### src/hw/pmp_pkg.sv
package pmp_pkg;

  // First CSR numbers of the pmpcfg and pmpaddr banks
  localparam logic [11:0] CSR_PMPCFG0  = 12'h3A0;
  localparam logic [11:0] CSR_PMPADDR0 = 12'h3B0;

  // Bit positions inside one cfg byte
  localparam int CFG_R    = 0;
  localparam int CFG_W    = 1;
  localparam int CFG_X    = 2;
  localparam int CFG_A_LO = 3;
  localparam int CFG_A_HI = 4;
  localparam int CFG_L    = 7;

  // Address matching modes of the A field
  localparam logic [1:0] MODE_OFF   = 2'b00;
  localparam logic [1:0] MODE_TOR   = 2'b01;
  localparam logic [1:0] MODE_NA4   = 2'b10;
  localparam logic [1:0] MODE_NAPOT = 2'b11;

  // Access types of a check request
  localparam logic [1:0] ACC_EXEC  = 2'b00;
  localparam logic [1:0] ACC_LOAD  = 2'b01;
  localparam logic [1:0] ACC_STORE = 2'b10;

  // Privilege levels
  localparam logic [1:0] PRIV_U = 2'b00;
  localparam logic [1:0] PRIV_M = 2'b11;

  // Access fault exception causes
  localparam logic [5:0] CAUSE_INSTR_ACC = 6'd1;
  localparam logic [5:0] CAUSE_LOAD_ACC  = 6'd5;
  localparam logic [5:0] CAUSE_STORE_ACC = 6'd7;

  // One pmpcfg CSR, seen as a word or as four entry bytes
  // Byte 0 sits in bits 7:0 and belongs to the lowest entry of the group
  typedef union packed {
    logic [31:0]     word;
    logic [3:0][7:0] bytes;
  } pmp_cfg_word_u;

endpackage

### src/hw/pmp_if.sv
// CSR access path from the control block into the entry registers
interface pmp_csr_if #(
  parameter int NUM_REGIONS = 4
);
  localparam int IDX_W = $clog2(NUM_REGIONS);

  logic             wr_en;
  logic             sel_addr;
  logic [IDX_W-1:0] index;
  logic [31:0]      wdata;
  logic [31:0]      rdata;

  modport master (output wr_en, output sel_addr, output index, output wdata, input rdata);
  modport slave  (input wr_en, input sel_addr, input index, input wdata, output rdata);
endinterface

// Stored entries as seen by the matching pipeline
interface pmp_cfg_if #(
  parameter int NUM_REGIONS = 4
);
  logic [NUM_REGIONS-1:0][7:0]  cfg_bytes;
  logic [NUM_REGIONS-1:0][31:0] addr_words;

  modport source (output cfg_bytes, output addr_words);
  modport sink   (input cfg_bytes, input addr_words);
endinterface

### src/hw/pmp_control.sv
module pmp_control #(
  parameter int NUM_REGIONS = 4
) (
  input  logic        clk_i,
  input  logic        reset_i,

  input  logic        csr_req_valid_i,
  output logic        csr_req_ready_o,
  input  logic [11:0] csr_num_i,
  input  logic        csr_we_i,
  input  logic [31:0] csr_wdata_i,
  input  logic [1:0]  csr_priv_i,

  output logic        csr_rsp_valid_o,
  input  logic        csr_rsp_ready_i,
  output logic [31:0] csr_rsp_rdata_o,
  output logic        csr_rsp_err_o,

  input  logic        chk_req_valid_i,
  output logic        chk_req_ready_o,
  input  logic [31:0] chk_addr_i,
  input  logic [1:0]  chk_type_i,
  input  logic [1:0]  chk_priv_i,

  pmp_csr_if.master   csr_if,

  output logic        s0_valid_o,
  input  logic        s0_ready_i,
  output logic [31:0] s0_addr_o,
  output logic [1:0]  s0_type_o,
  output logic [1:0]  s0_priv_o
);
  import pmp_pkg::*;

  localparam int IDX_W = $clog2(NUM_REGIONS);

  logic        csr_fire;
  logic [11:0] cfg_off;
  logic [11:0] addr_off;
  logic        is_cfg;
  logic        is_addr;
  logic        csr_err;
  logic        rsp_valid_q;
  logic [31:0] rsp_rdata_q;
  logic        rsp_err_q;

  // Offsets wrap below the bank base, so one compare covers both ends
  assign cfg_off  = csr_num_i - CSR_PMPCFG0;
  assign addr_off = csr_num_i - CSR_PMPADDR0;
  assign is_cfg   = cfg_off < 12'(NUM_REGIONS / 4);
  assign is_addr  = addr_off < 12'(NUM_REGIONS);
  assign csr_err  = (csr_priv_i != PRIV_M) || !(is_cfg || is_addr);

  // Only one CSR operation in flight
  assign csr_req_ready_o = !rsp_valid_q;
  assign csr_fire        = csr_req_valid_i && csr_req_ready_o;

  assign csr_if.wr_en    = csr_fire && csr_we_i && !csr_err;
  assign csr_if.sel_addr = is_addr;
  // Both bank bases are 16-aligned, so the low number bits give the index
  assign csr_if.index    = csr_num_i[IDX_W-1:0];
  assign csr_if.wdata    = csr_wdata_i;

  // CSR wins the cycle; a blocked CSR request lets the check through
  assign s0_valid_o      = chk_req_valid_i && !csr_fire;
  assign chk_req_ready_o = s0_ready_i && !csr_fire;
  assign s0_addr_o       = chk_addr_i;
  assign s0_type_o       = chk_type_i;
  assign s0_priv_o       = chk_priv_i;

  always_ff @(posedge clk_i) begin
    if (reset_i) begin
      rsp_valid_q <= 1'b0;
    end else if (csr_fire) begin
      rsp_valid_q <= 1'b1;
    end else if (csr_rsp_ready_i) begin
      rsp_valid_q <= 1'b0;
    end
  end

  // Read data is the value before a write in the same request
  always_ff @(posedge clk_i) begin
    if (csr_fire) begin
      rsp_rdata_q <= csr_err ? 32'd0 : csr_if.rdata;
      rsp_err_q   <= csr_err;
    end
  end

  assign csr_rsp_valid_o = rsp_valid_q;
  assign csr_rsp_rdata_o = rsp_rdata_q;
  assign csr_rsp_err_o   = rsp_err_q;

  a_rsp_stable: assert property (@(posedge clk_i) disable iff (reset_i)
    csr_rsp_valid_o && !csr_rsp_ready_i |=>
      csr_rsp_valid_o && $stable(csr_rsp_rdata_o) && $stable(csr_rsp_err_o));

  a_no_umode_write: assert property (@(posedge clk_i) disable iff (reset_i)
    csr_req_valid_i && (csr_priv_i == PRIV_U) |-> !csr_if.wr_en);

endmodule

### src/hw/pmp_region_store.sv
module pmp_region_store #(
  parameter int NUM_REGIONS = 4,
  parameter int GRANULARITY = 0
) (
  input  logic      clk_i,
  input  logic      reset_i,
  pmp_csr_if.slave  csr_if,
  pmp_cfg_if.source cfg_if
);
  import pmp_pkg::*;

  // Read-back masks for the granularity rule
  localparam logic [31:0] NAPOT_ONES =
    (GRANULARITY >= 2) ? ((32'd1 << (GRANULARITY - 1)) - 32'd1) : 32'd0;
  localparam logic [31:0] OFF_ZEROS =
    (GRANULARITY >= 1) ? ((32'd1 << GRANULARITY) - 32'd1) : 32'd0;

  logic [NUM_REGIONS-1:0][7:0]  cfg_q;
  logic [NUM_REGIONS-1:0][31:0] addr_q;
  logic [NUM_REGIONS-1:0]       addr_locked;
  pmp_cfg_word_u                wr_word;
  pmp_cfg_word_u                rd_word;
  logic [31:0]                  addr_rd;

  // Turns a written cfg byte into a legal one
  function automatic logic [7:0] legal_cfg(input logic [7:0] old_cfg,
                                           input logic [7:0] new_cfg);
    logic [7:0] res;
    res = new_cfg;
    // W without R is reserved
    if (new_cfg[CFG_W] && !new_cfg[CFG_R]) begin
      res[CFG_X:CFG_R] = old_cfg[CFG_X:CFG_R];
    end
    if ((GRANULARITY >= 1) && (new_cfg[CFG_A_HI:CFG_A_LO] == MODE_NA4)) begin
      res[CFG_A_HI:CFG_A_LO] = old_cfg[CFG_A_HI:CFG_A_LO];
    end
    res[6:5] = 2'b00;
    if (old_cfg[CFG_L]) begin
      res = old_cfg;
    end
    return res;
  endfunction

  // NA4 never exists with G>=1, so the top mode bit selects the rule
  function automatic logic [31:0] addr_view(input logic [7:0] cfg, input logic [31:0] addr);
    if (cfg[CFG_A_HI]) begin
      return addr | NAPOT_ONES;
    end
    return addr & ~OFF_ZEROS;
  endfunction

  // An address is frozen by its own lock or by a locked TOR entry above it
  for (genvar i = 0; i < NUM_REGIONS; i++) begin : gen_addr_lock
    if (i < NUM_REGIONS - 1) begin : gen_above
      assign addr_locked[i] = cfg_q[i][CFG_L] ||
        (cfg_q[i+1][CFG_L] && (cfg_q[i+1][CFG_A_HI:CFG_A_LO] == MODE_TOR));
    end else begin : gen_last
      assign addr_locked[i] = cfg_q[i][CFG_L];
    end
  end

  assign wr_word.word = csr_if.wdata;

  always_ff @(posedge clk_i) begin
    if (reset_i) begin
      cfg_q  <= '0;
      addr_q <= '0;
    end else if (csr_if.wr_en) begin
      for (int i = 0; i < NUM_REGIONS; i++) begin
        if (!csr_if.sel_addr && (i / 4 == int'(csr_if.index))) begin
          cfg_q[i] <= legal_cfg(cfg_q[i], wr_word.bytes[i % 4]);
        end
        if (csr_if.sel_addr && (i == int'(csr_if.index)) && !addr_locked[i]) begin
          addr_q[i] <= csr_if.wdata;
        end
      end
    end
  end

  // Combinational read of the selected CSR
  always_comb begin
    rd_word.word = '0;
    addr_rd      = '0;
    for (int i = 0; i < NUM_REGIONS; i++) begin
      if (i / 4 == int'(csr_if.index)) begin
        rd_word.bytes[i % 4] = cfg_q[i];
      end
      if (i == int'(csr_if.index)) begin
        addr_rd = addr_view(cfg_q[i], addr_q[i]);
      end
    end
  end

  assign csr_if.rdata      = csr_if.sel_addr ? addr_rd : rd_word.word;
  assign cfg_if.cfg_bytes  = cfg_q;
  assign cfg_if.addr_words = addr_q;

  for (genvar i = 0; i < NUM_REGIONS; i++) begin : gen_checks
    a_locked_stable: assert property (@(posedge clk_i) disable iff (reset_i)
      cfg_q[i][CFG_L] |=> $stable(cfg_q[i]) && $stable(addr_q[i]));

    a_zero_bits: assert property (@(posedge clk_i) disable iff (reset_i)
      cfg_q[i][6:5] == 2'b00);
  end

endmodule

### src/hw/pmp_match.sv
module pmp_match #(
  parameter int NUM_REGIONS = 4,
  parameter int GRANULARITY = 0
) (
  input  logic        clk_i,
  input  logic        reset_i,

  input  logic        s0_valid_i,
  output logic        s0_ready_o,
  input  logic [31:0] s0_addr_i,
  input  logic [1:0]  s0_type_i,
  input  logic [1:0]  s0_priv_i,

  pmp_cfg_if.sink     cfg_if,

  output logic        chk_rsp_valid_o,
  input  logic        chk_rsp_ready_i,
  output logic        chk_rsp_allow_o,
  output logic [5:0]  chk_rsp_cause_o
);
  import pmp_pkg::*;

  localparam logic [31:0] NAPOT_ONES =
    (GRANULARITY >= 2) ? ((32'd1 << (GRANULARITY - 1)) - 32'd1) : 32'd0;
  localparam logic [31:0] OFF_ZEROS =
    (GRANULARITY >= 1) ? ((32'd1 << GRANULARITY) - 32'd1) : 32'd0;

  logic [31:0]            word_addr;
  logic [NUM_REGIONS-1:0] match_d;
  logic [NUM_REGIONS-1:0] perm_d;
  logic [NUM_REGIONS-1:0] lock_d;

  logic                   s1_valid_q;
  logic [NUM_REGIONS-1:0] s1_match_q;
  logic [NUM_REGIONS-1:0] s1_perm_q;
  logic [NUM_REGIONS-1:0] s1_lock_q;
  logic [1:0]             s1_type_q;
  logic [1:0]             s1_priv_q;
  logic                   s1_ready;

  logic                   hit;
  logic                   sel_perm;
  logic                   sel_lock;
  logic                   allow_d;
  logic [5:0]             cause_d;
  logic                   out_ready;
  logic                   rsp_valid_q;
  logic                   rsp_allow_q;
  logic [5:0]             rsp_cause_q;

  assign word_addr = {2'b00, s0_addr_i[31:2]};

  // Stage 1 works on the entries as they are at acceptance
  always_comb begin
    logic [31:0] prev_addr;
    logic [31:0] napot_addr;
    logic [31:0] care;
    prev_addr = '0;
    for (int i = 0; i < NUM_REGIONS; i++) begin
      napot_addr = cfg_if.addr_words[i] | NAPOT_ONES;
      // Trailing ones and the zero above them are don't-care bits
      care = ~(napot_addr ^ (napot_addr + 32'd1));
      case (cfg_if.cfg_bytes[i][CFG_A_HI:CFG_A_LO])
        MODE_TOR:   match_d[i] = (word_addr >= (prev_addr & ~OFF_ZEROS)) &&
                                 (word_addr < (cfg_if.addr_words[i] & ~OFF_ZEROS));
        MODE_NA4:   match_d[i] = word_addr == cfg_if.addr_words[i];
        MODE_NAPOT: match_d[i] = ((word_addr ^ napot_addr) & care) == 32'd0;
        default:    match_d[i] = 1'b0;
      endcase
      case (s0_type_i)
        ACC_EXEC:  perm_d[i] = cfg_if.cfg_bytes[i][CFG_X];
        ACC_LOAD:  perm_d[i] = cfg_if.cfg_bytes[i][CFG_R];
        ACC_STORE: perm_d[i] = cfg_if.cfg_bytes[i][CFG_W];
        default:   perm_d[i] = 1'b0;
      endcase
      lock_d[i] = cfg_if.cfg_bytes[i][CFG_L];
      prev_addr = cfg_if.addr_words[i];
    end
  end

  // Stage 2, lowest-numbered match wins
  always_comb begin
    hit      = 1'b0;
    sel_perm = 1'b0;
    sel_lock = 1'b0;
    for (int i = NUM_REGIONS - 1; i >= 0; i--) begin
      if (s1_match_q[i]) begin
        hit      = 1'b1;
        sel_perm = s1_perm_q[i];
        sel_lock = s1_lock_q[i];
      end
    end
    if (!hit) begin
      allow_d = s1_priv_q == PRIV_M;
    end else if (s1_priv_q == PRIV_M) begin
      allow_d = !sel_lock || sel_perm;
    end else begin
      allow_d = sel_perm;
    end
    case (s1_type_q)
      ACC_EXEC: cause_d = CAUSE_INSTR_ACC;
      ACC_LOAD: cause_d = CAUSE_LOAD_ACC;
      default:  cause_d = CAUSE_STORE_ACC;
    endcase
    if (allow_d) begin
      cause_d = 6'd0;
    end
  end

  assign out_ready  = !rsp_valid_q || chk_rsp_ready_i;
  assign s1_ready   = !s1_valid_q || out_ready;
  assign s0_ready_o = s1_ready;

  always_ff @(posedge clk_i) begin
    if (reset_i) begin
      s1_valid_q  <= 1'b0;
      rsp_valid_q <= 1'b0;
    end else begin
      if (s1_ready) begin
        s1_valid_q <= s0_valid_i;
      end
      if (out_ready) begin
        rsp_valid_q <= s1_valid_q;
      end
    end
  end

  always_ff @(posedge clk_i) begin
    if (s0_valid_i && s1_ready) begin
      s1_match_q <= match_d;
      s1_perm_q  <= perm_d;
      s1_lock_q  <= lock_d;
      s1_type_q  <= s0_type_i;
      s1_priv_q  <= s0_priv_i;
    end
    if (s1_valid_q && out_ready) begin
      rsp_allow_q <= allow_d;
      rsp_cause_q <= cause_d;
    end
  end

  assign chk_rsp_valid_o = rsp_valid_q;
  assign chk_rsp_allow_o = rsp_allow_q;
  assign chk_rsp_cause_o = rsp_cause_q;

  a_allow_no_cause: assert property (@(posedge clk_i) disable iff (reset_i)
    chk_rsp_valid_o && chk_rsp_allow_o |-> chk_rsp_cause_o == 6'd0);

endmodule

### src/hw/pmp_top.sv
module pmp_top #(
  parameter int NUM_REGIONS = 4,
  parameter int GRANULARITY = 0
) (
  input  logic        clk_i,
  input  logic        reset_i,
  input  logic        csr_req_valid_i,
  output logic        csr_req_ready_o,
  input  logic [11:0] csr_num_i,
  input  logic        csr_we_i,
  input  logic [31:0] csr_wdata_i,
  input  logic [1:0]  csr_priv_i,
  output logic        csr_rsp_valid_o,
  input  logic        csr_rsp_ready_i,
  output logic [31:0] csr_rsp_rdata_o,
  output logic        csr_rsp_err_o,
  input  logic        chk_req_valid_i,
  output logic        chk_req_ready_o,
  input  logic [31:0] chk_addr_i,
  input  logic [1:0]  chk_type_i,
  input  logic [1:0]  chk_priv_i,
  output logic        chk_rsp_valid_o,
  input  logic        chk_rsp_ready_i,
  output logic        chk_rsp_allow_o,
  output logic [5:0]  chk_rsp_cause_o
);
  logic        s0_valid;
  logic        s0_ready;
  logic [31:0] s0_addr;
  logic [1:0]  s0_type;
  logic [1:0]  s0_priv;

  pmp_csr_if #(.NUM_REGIONS(NUM_REGIONS)) csr_if ();
  pmp_cfg_if #(.NUM_REGIONS(NUM_REGIONS)) cfg_if ();

  pmp_control #(
    .NUM_REGIONS(NUM_REGIONS)
  ) u_control (
    .clk_i, .reset_i,
    .csr_req_valid_i, .csr_req_ready_o, .csr_num_i, .csr_we_i, .csr_wdata_i, .csr_priv_i,
    .csr_rsp_valid_o, .csr_rsp_ready_i, .csr_rsp_rdata_o, .csr_rsp_err_o,
    .chk_req_valid_i, .chk_req_ready_o, .chk_addr_i, .chk_type_i, .chk_priv_i,
    .csr_if     (csr_if.master),
    .s0_valid_o (s0_valid),
    .s0_ready_i (s0_ready),
    .s0_addr_o  (s0_addr),
    .s0_type_o  (s0_type),
    .s0_priv_o  (s0_priv)
  );

  pmp_region_store #(
    .NUM_REGIONS(NUM_REGIONS),
    .GRANULARITY(GRANULARITY)
  ) u_region_store (
    .clk_i, .reset_i,
    .csr_if (csr_if.slave),
    .cfg_if (cfg_if.source)
  );

  pmp_match #(
    .NUM_REGIONS(NUM_REGIONS),
    .GRANULARITY(GRANULARITY)
  ) u_match (
    .clk_i, .reset_i,
    .s0_valid_i (s0_valid),
    .s0_ready_o (s0_ready),
    .s0_addr_i  (s0_addr),
    .s0_type_i  (s0_type),
    .s0_priv_i  (s0_priv),
    .cfg_if     (cfg_if.sink),
    .chk_rsp_valid_o, .chk_rsp_ready_i, .chk_rsp_allow_o, .chk_rsp_cause_o
  );

endmodule

### config.mk
export PLATFORM = sky130hd
export DESIGN_NAME = pmp_top
export DESIGN_NICKNAME = d
export VERILOG_FILES = /design/src/hw/pmp_pkg.sv /design/src/hw/pmp_if.sv /design/src/hw/pmp_control.sv /design/src/hw/pmp_region_store.sv /design/src/hw/pmp_match.sv /design/src/hw/pmp_top.sv
export SDC_FILE = /design/constraint.sdc
export NUM_CORES = 1
export LEC_CHECK = 0
export ABC_AREA = 1
export CORE_MARGIN = 2
export CORE_UTILIZATION = 50
export DETAILED_ROUTE_END_ITERATION = 16
export DONT_BUFFER_PORTS = 1
export PLACE_DENSITY_LB_ADDON = 0.08
export SLEW_MARGIN = 20
export SYNTH_ARGS = -nofsm -noshare
export SYNTH_HDL_FRONTEND = slang
export SYNTH_SLANG_ARGS = --single-unit
### constraint.sdc
create_clock -name clk_i -period 4.49 [get_ports clk_i]
set_input_delay 0.449 -clock clk_i [delete_from_list [all_inputs] [get_ports clk_i]]
set_output_delay 0.449 -clock clk_i [all_outputs]
set_load 0.005 [all_outputs]
=== Word-level counts from Yosys, hierarchy flattened ===
Index checks and enable logic that the tools add are counted.

* Register bits after elaboration: 211
* Output and inout bits: 44
* Bits of input ports: 89

* Reductions and logical operators: 72
* Add/sub/neg operators: 6
* Bitwise logic cells: 24
* Eq/ne operators: 24
* Mux-type cells: 58
* Magnitude comparators: 10

{| class="wikitable"
|+ Operators by type and width
! cell !! count
|-
| $mux 32 || 13
|-
| $add 32x1->32 const B || 4
|-
| $and 32x32->32 || 4
|-
| $eq 30x32->1 || 4
|-
| $logic_not 32->1 || 4
|-
| $lt 30x32->1 || 4
|-
| $not 32->32 || 4
|-
| $xor 30x32->32 || 4
|-
| $xor 32x32->32 || 4
|-
| $ge 30x32->1 || 3
|-
| $mux 8 || 8
|-
| $ge 30x1->1 const B || 1
|-
| $logic_and 1x1->1 || 27
|-
| $mux 1 || 24
|-
| $pmux 1 s3 || 8
|-
| $sub 12x10->12 const B || 2
|-
| $eq 2x2->1 const B || 10
|-
| $logic_not 1->1 || 16
|-
| $reduce_and 4->1 || 4
|-
| $eq 2x1->1 const B || 6
|-
| $lt 12x1->1 const B || 1
|-
| $lt 12x3->1 const B || 1
|-
| $mux 3 || 4
|-
| $reduce_and 3->1 || 4
|-
| other kinds (9) || 30
|}

=== Longest topological paths before layout ===
Gate-level depths: netlist (run 1).

* Word-level depth: 8
* Gate-level depth with buffers: 15
* Depth with buffers taken out: 14

=== Modules after synthesis ===
From an unflattened synthesis (run 1), not the netlist that was laid out.

* Cell total of the unflattened synthesis: 2697
* Area, all modules: 16478.3 µm²

{| class="wikitable"
|+ By module, submodules not included
! module !! area each (µm²) !! cells each !! instances !! seq. area each (µm²)
|-
| pmp_match || 7399.6 || 1367 || 1 || 640.6
|-
| pmp_region_store || 7036.7 || 1113 || 1 || 3042.9
|-
| pmp_control || 2042.0 || 217 || 1 || 1011.0
|}

=== Worst setup path after synthesis (run 1) ===
OpenSTA, ideal clock, no wires.

* Path type: input to register
* Start point: input port csr_req_valid_i
* End point: register u_region_store.addr_q, in the netlist u_region_store.cfg_if.addr_words[100]
* Slack: 2213 ps
* Cell stages on the path: 10
* Required time: 4377 ps
* Arrival: 2164 ps
* Cell sequence: nand2_1 > inv_1 > nand2_1 > inv_1 > nand2_4 > inv_2 > nand4_4 > buf_2 > nor2_1 > nor2_1

* Word-level cells in the longest chain between the ends: 4

{| class="wikitable"
|+ Ends and longest elaborated chain
! what !! line !! source
|-
| start: declaration || pmp_top.sv:7 || <nowiki>input logic csr_req_valid_i,</nowiki>
|-
| $logic_and 1x1->1 || pmp_control.sv:56 || <nowiki>assign csr_fire = csr_req_valid_i && csr_req_ready_o;</nowiki>
|-
| via u_control.csr_fire || pmp_control.sv:37 || <nowiki>logic csr_fire;</nowiki>
|-
| $logic_and 1x1->1 (2 in a row) || pmp_control.sv:58 || <nowiki>assign csr_if.wr_en = csr_fire && csr_we_i && !csr_err;</nowiki>
|-
| $reduce_and 2->1 (no line) || n/a ||
|-
| end signal: indexed assignment || pmp_region_store.sv:74 || <nowiki>addr_q[i] <= csr_if.wdata;</nowiki>
|-
| end: declaration || pmp_region_store.sv:19 || <nowiki>logic [NUM_REGIONS-1:0][31:0] addr_q;</nowiki>
|}

The timed path passes the listed nets, and every way through them passes these cells.
A chain may end at the register's enable or synchronous reset.

=== Final worst setup path (run 1) ===
* Start point: register u_region_store.addr_q, in the netlist u_region_store.cfg_if.addr_words[53]
* End point: register u_match.s1_match_q[2], data pin

* Word-level cells in the longest chain between the ends: 3

{| class="wikitable"
|+ Ends and longest elaborated chain
! what !! line !! source
|-
| $ge 30x32->1 || pmp_match.sv:64 || <nowiki>MODE_TOR: match_d[i] = (word_addr >= (prev_addr & ~OFF_ZEROS)) &&</nowiki>
|-
| $logic_and 1x1->1 || pmp_match.sv:64 ||
|-
| $pmux 1 s3 || pmp_match.sv:63 || <nowiki>case (cfg_if.cfg_bytes[i][CFG_A_HI:CFG_A_LO])</nowiki>
|-
| via u_match.match_d[2] || pmp_match.sv:29 || <nowiki>logic [NUM_REGIONS-1:0] match_d;</nowiki>
|-
| end signal: assignment || pmp_match.sv:130 || <nowiki>s1_match_q <= match_d;</nowiki>
|-
| end: declaration || pmp_match.sv:34 || <nowiki>logic [NUM_REGIONS-1:0] s1_match_q;</nowiki>
|}

The timed path passes the listed nets, and every way through them passes these cells.

==> metrics.txt, run 1 <==
WP data arrival approximately 3.3 ns; Overall Power 4.279 mW; layout cells sized above 1 approximately 3.5%; reg2reg path depth 10; Slowest cell on crit path nor4_1; Final Setup Violations 0; Rel. slew slack 34.67%; PortBufs 0; grt total ovfl 0; Avg WL per Cell about 22 µm; CTS sink count around 210; clk_lat worst skew around 0.54 ns; critical path cell sequence inv_1 -> ha_1 -> inv_1 -> nor3_1 -> inv_1 -> nor4_1 -> nand2_1 -> nand3_1 -> nand3_1 -> nand3_1; Fin. Hold Viols 0; nets@finish 2512; DRC viols 0; first-pass GRT wire length 89230 µm; initial core utilization between 50% and 60%; Vias roughly 16000; DRT Pass-1 Iters 6; hold depth 1; Cells after Synth 2314; initial antenna violation count 1; Site Rows 63; HP Start reset_i; RePlAce Congestion roughly 1.0; Resize count post-CTS 0; core region area 29480 µm²; RSZ-0062 raised after global routing no; Non-Filler Instances 2704; Worst Hold Endpoint u_region_store.cfg_if.addr_words[7]; routing usage on met3 about a tenth; Yosys reg bits approximately 210; overall die width between 150 and 200 µm; commonest non-fill, non-tap cell in the layout nand2_1; status completed; Synth cell types 45; largest net degree at the start of global routing 75; syn_area_per_cell ~6.4 µm²; start point of the critical path u_region_store.cfg_if.addr_words[53]; Critical Path Start Type register; reg2reg start u_region_store.cfg_if.addr_words[53]; crit end category register; vias in the first global route approximately 14000; Pwr Density 267.3 nW/µm²; clock-pin slew on the worst setup and hold paths around 0.06 ns; GR peak layer met2; Worst R2R Setup Slack 1.56 ns; DP HPWL between 40000 and 50000 µm; Worst Clk Skew approximately 0.018 ns; r2r endpoint u_match.s1_match_q[2]; fin crit period between 2 and 3 ns; worst path required time just under 5 ns; Bufs on Longest Clock Path 3; grt met2 use around three fifths; final WL between 60000 and 70000 µm; Least-Margin Pin Slew roughly 0.97 ns; Die ar. approximately 31000 µm²; Post-synth EDFFs 53; setup TNS 0 ns; most common flop cell mapped by yosys dfxtp_1; Inst Count DP 2657; cell leakage power between 6 and 7 nW; hold_ws between 0.003 and 0.004 ns; GRT Total Usage 38.83%; ANT nets after route 0; Max-cap violations 0; crit path buf inv count 3; crit share post-route between 60% and 70%; P&R area growth vs syn 7.566%; Die H around 180 µm; area of the multi-input gates roughly 8700 µm²; Filler Cell Count about 3000; most frequent cells in the layout nand2_1 (614), nor2_1 (482), inv_1 (311); Hold Crit Class in2reg; vias per cell approximately 5.7; CP peak stage delay about 0.80 ns; register area share after synthesis about a third; CP top delay family simple AND/OR/NAND/NOR gates; Yosys warnings 0; Max Clock Freq 340.8 MHz; Max Slew Vio Count 0; CTS Buf Count 24; n_diodes 0; CP max FO 4; detailed router's first-iteration violation count 1677; ys async rst share 0%; Worst VDD drop ~0.33 mV; Clock Tree Root clkbuf_16; Seq. cell area ~4700 µm²; CTS H-tree depth 1; num ports around 130; met1 Usage GRT between 50% and 60%; CTS tree done; Mapped Area ~15000 µm²; WS Path Type reg2reg
==> kinds of logic after synthesis <==
group	count (synthesis)	share of synthesized area [%]
other	1	0.02520
AOI/OAI and AO/OA	381	15.04
buffers and inverters	381	10.00
and+or+nand+nor	1217	32.80
DFF	208	31.54
adders and majority gates	126	10.59
==> per-stage QoR <==
step / util (%) / worst slack [ns] / area, µm²
detailed placement: 51.52 / 1.415 / 15190
floorplan: - / 2.213 / 14890
global route: 54.30 / 1.429 / 16010
finish: 54.30 / 1.556 / 16010
global placement: 51.52 / 1.514 / 15190
CTS: 54.27 / 1.672 / 16000
==> repair_timing <==
action / CTS / global route
setup buffers: 0 / 0
hold buffers: 3 / 1
endpoints found under the hold margin: 8 / 4
==> layer usage <==
layer	vias up	share of wire, %	routed length, µm
li1	7468	-	-
met1	7085	43	26000
met2	772	41	24820
met3	182	9.9	5998
met4	0	6.5	3939
met5	-	0	0
==> worst max path at each step <==
stage | endpoint | slack (ns) | cells past startpoint
detailed placement | u_region_store.cfg_if.addr_words[102] | 1.41 | 12
CTS | u_match.s1_match_q[2] | 1.67 | 10
global route | u_match.s1_match_q[2] | 1.43 | 10
finish | u_match.s1_match_q[2] | 1.56 | 10
global placement | u_region_store.cfg_if.addr_words[32] | 1.51 | 12
floorplan | u_region_store.cfg_if.addr_words[100] | 2.21 | 10
==> synthesized netlist by cell type, types with 15 or more instances <==
library cell	instances	area, µm²
o22ai_1	57	356.6
nor2_1	483	1813
a211oi_1	32	240.2
nand3_1	48	240.2
a21oi_1	120	600.6
a221oi_1	16	140.1
nand4_1	15	93.84
edfxtp_1	53	1592
clkbuf_1	32	120.1
buf_2	17	85.08
nor3_1	23	115.1
inv_1	312	1171
dfxtp_1	155	3103
o21ai_0	107	535.5
nand2_1	614	2305
ha_1	126	1577
==> sequential cells by signal, summed over array words and instances (netlist names), 2 cells and up <==
| register | flops |
|---|---|
| u_region_store.cfg_if.addr_words | 128 |
| u_control.csr_rsp_rdata_o | 32 |
| u_region_store.cfg_if.cfg_bytes | 24 |
| u_match.s1_lock_q | 4 |
| u_match.s1_match_q | 4 |
| u_match.s1_perm_q | 4 |
| u_match.chk_rsp_cause_o | 3 |
| u_match.s1_priv_q | 2 |
| u_match.s1_type_q | 2 |
==> report_power, final <==
| part | switching, mW | internal, mW | leakage [nW] |
|---|---|---|---|
| clock | 0.835 | 1.15 | 0.373 |
| combinational | 0.219 | 0.116 | 4.39 |
| sequential | 0.0114 | 1.95 | 1.77 |
==> final cells by class <==
cell class	instances	share of cell area, %
Inverter	319	7.487
Multi-Input combinational cell	1727	54.40
Tap cell	390	3.048
Sequential cell	208	29.32
Timing Repair Buffer	17	0.8597
Clock inverter	12	0.7659
Clock buffer	31	4.111
(Power assumes the default switching activity.)
==> run 2: changes to the inputs <==
==> constraint.sdc (replaced) <==
create_clock -name clk_i -period 2.8 [get_ports clk_i]
set_input_delay 0.28 -clock clk_i [delete_from_list [all_inputs] [get_ports clk_i]]
set_output_delay 0.28 -clock clk_i [all_outputs]
set_load 0.005 [all_outputs]
==> metrics.txt, run 2 (synthesis results as in run 1) <==
clock-pin slew on the worst setup and hold paths 0.06 ns (about the same); Rel. slew slack 40.94% (was 34.67%); WS Path Type reg2reg (unchanged); most frequent cells in the layout nand2_1 (614), nor2_1 (482), inv_1 (311) (unchanged); Die H 176.5 µm (unchanged); CTS H-tree depth 1 (unchanged); Resize count post-CTS 0 (unchanged); status completed (unchanged); Max-cap violations 0 (unchanged); Max Slew Vio Count 0 (unchanged); Least-Margin Pin Slew 0.8849 ns (was 0.9709 ns); crit end category register (unchanged); CTS Buf Count 25 (was 24); setup TNS 0 ns (unchanged); Final Setup Violations 0 (unchanged); overall die width 176.5 µm (unchanged); vias per cell 5.717 (was 5.735); Final WS setup 0.2523 ns (was 1.556 ns); clk_lat worst skew 0.55 ns (was 0.54 ns); final WL 63510 µm (was 60760 µm); cell leakage power 6.932 nW (was 6.535 nW); num ports 133 (unchanged); RSZ-0062 raised after global routing no (unchanged); CTS sink count 208 (unchanged); DP HPWL 50530 µm (was 49080 µm); commonest non-fill, non-tap cell in the layout nand2_1 (unchanged); ANT nets after route 0 (unchanged); initial core utilization 50.48% (unchanged); fin crit period 2.548 ns (was 2.935 ns); Critical Path Start Type register (unchanged); Non-Filler Instances 2780 (was 2704); Bufs on Longest Clock Path 3 (unchanged); RePlAce Congestion 1.025 (was 1.047); GRT Total Usage 40.36% (was 38.83%); post-route cell area 16790 µm² (was 16010 µm²); initial antenna violation count 4 (was 1); worst path required time 3.18 ns (was 4.83 ns); largest net degree at the start of global routing 65 (was 75); Util after Layout 56.94% (was 54.30%); WP data arrival 2.93 ns (was 3.28 ns); Site Rows 63 (unchanged); CP max FO 5 (was 4); hold_ws 0.01508 ns (was 0.003881 ns); Die ar. 31160 µm² (unchanged); Filler Cell Count 2931 (was 3020); crit share post-route 90.99% (was 65.36%); nets@finish 2584 (was 2512); core region area 29480 µm² (unchanged); vias in the first global route 14988 (was 14458); Clock Tree Root clkbuf_16 (unchanged); Overall Power 7.360 mW (was 4.279 mW); PortBufs 0 (unchanged); Vias 15894 (was 15507); P&R area growth vs syn 12.80% (was 7.566%); Max Clock Freq 392.5 MHz (was 340.8 MHz); detailed router's first-iteration violation count 1857 (was 1677); Worst VDD drop 0.4324 mV (was 0.3336 mV); DRT Pass-1 Iters 6 (unchanged); layout cells sized above 1 4.858% (was 3.500%); dpl cell area 15470 µm² (was 15190 µm²); Inst Count DP 2689 (was 2657); Worst Clk Skew 0.01558 ns (was 0.01794 ns); Setup WS pre-CTS 0.4032 ns (was 1.415 ns); Fin. Hold Viols 0 (unchanged); Pwr Density 438.4 nW/µm² (was 267.3 nW/µm²); first-pass GRT wire length 92630 µm (was 89230 µm); DRC viols 0 (unchanged); Largest register FFs 128 (unchanged); CTS tree done (unchanged); Hold Crit Class in2reg (unchanged); grt total ovfl 0 (unchanged); Avg WL per Cell 22.85 µm (was 22.47 µm)
==> run 2: report_power, final <==
part	internal [mW]	total [mW]	switching (mW)	leakage, nW
clock	2.14	3.56	1.42	0.421
combinational	0.232	0.665	0.433	4.74
sequential	3.12	3.14	0.0188	1.77
total	5.49	7.36	1.87	6.93
==> run 2: worst max-delay path, stage by stage (launching register included) <==
cell     delay, ns
dfxtp_1       0.42
ha_1          0.21
nand2_1       0.06
nor2_1        0.26
inv_1         0.14
nor2_1        0.30
nand2_1       0.11
nand2_1       0.07
nand2_1       0.05
nor2_1        0.15
nand2_1       0.09
nor2_1        0.23
nand3_1       0.13
nand3_1       0.17
==> run 2: final timing paths <==
kind | end | depth (start not counted) | slack (ns) | from
worst max-delay path | u_match.s1_match_q[1] | 13 | 0.25 | u_region_store.cfg_if.addr_words[32]
worst min register to register | u_region_store.cfg_if.cfg_bytes[24] | 2 | 0.45 | u_region_store.cfg_if.cfg_bytes[24]
worst min-delay path | u_match.s1_perm_q[3] | 2 | 0.02 | chk_type_i[1]
worst max register to register | u_match.s1_match_q[1] | 13 | 0.25 | u_region_store.cfg_if.addr_words[32]
==> run 2: layout make-up <==
class | instances | area, µm² | area share (%)
clock buffer | 33 | 665.6 | 3.965
tap | 390 | 488.0 | 2.907
clock inverter | 13 | 202.7 | 1.207
antenna | 2 | 5.005 | 0.02981
multi-input combinational | 1727 | 8710 | 51.88
timing repair buffer | 88 | 823.3 | 4.904
sequential | 208 | 4695 | 27.96
inverter | 319 | 1199 | 7.140
==> run 2: timing repair <==
| action | CTS | global route |
|---|---|---|
| setup buffers | 0 | 0 |
| hold buffers | 43 | 0 |
| hold endpoints to repair | 159 | 0 |
==> run 2: layer usage <==
layer	global-route usage, %	up-vias	share of wire, %
met5	0	-	0.020
met2	61.65	855	42
met3	9.259	218	10
li1	-	7617	-
met1	52.68	7202	41
met4	22.11	2	6.7
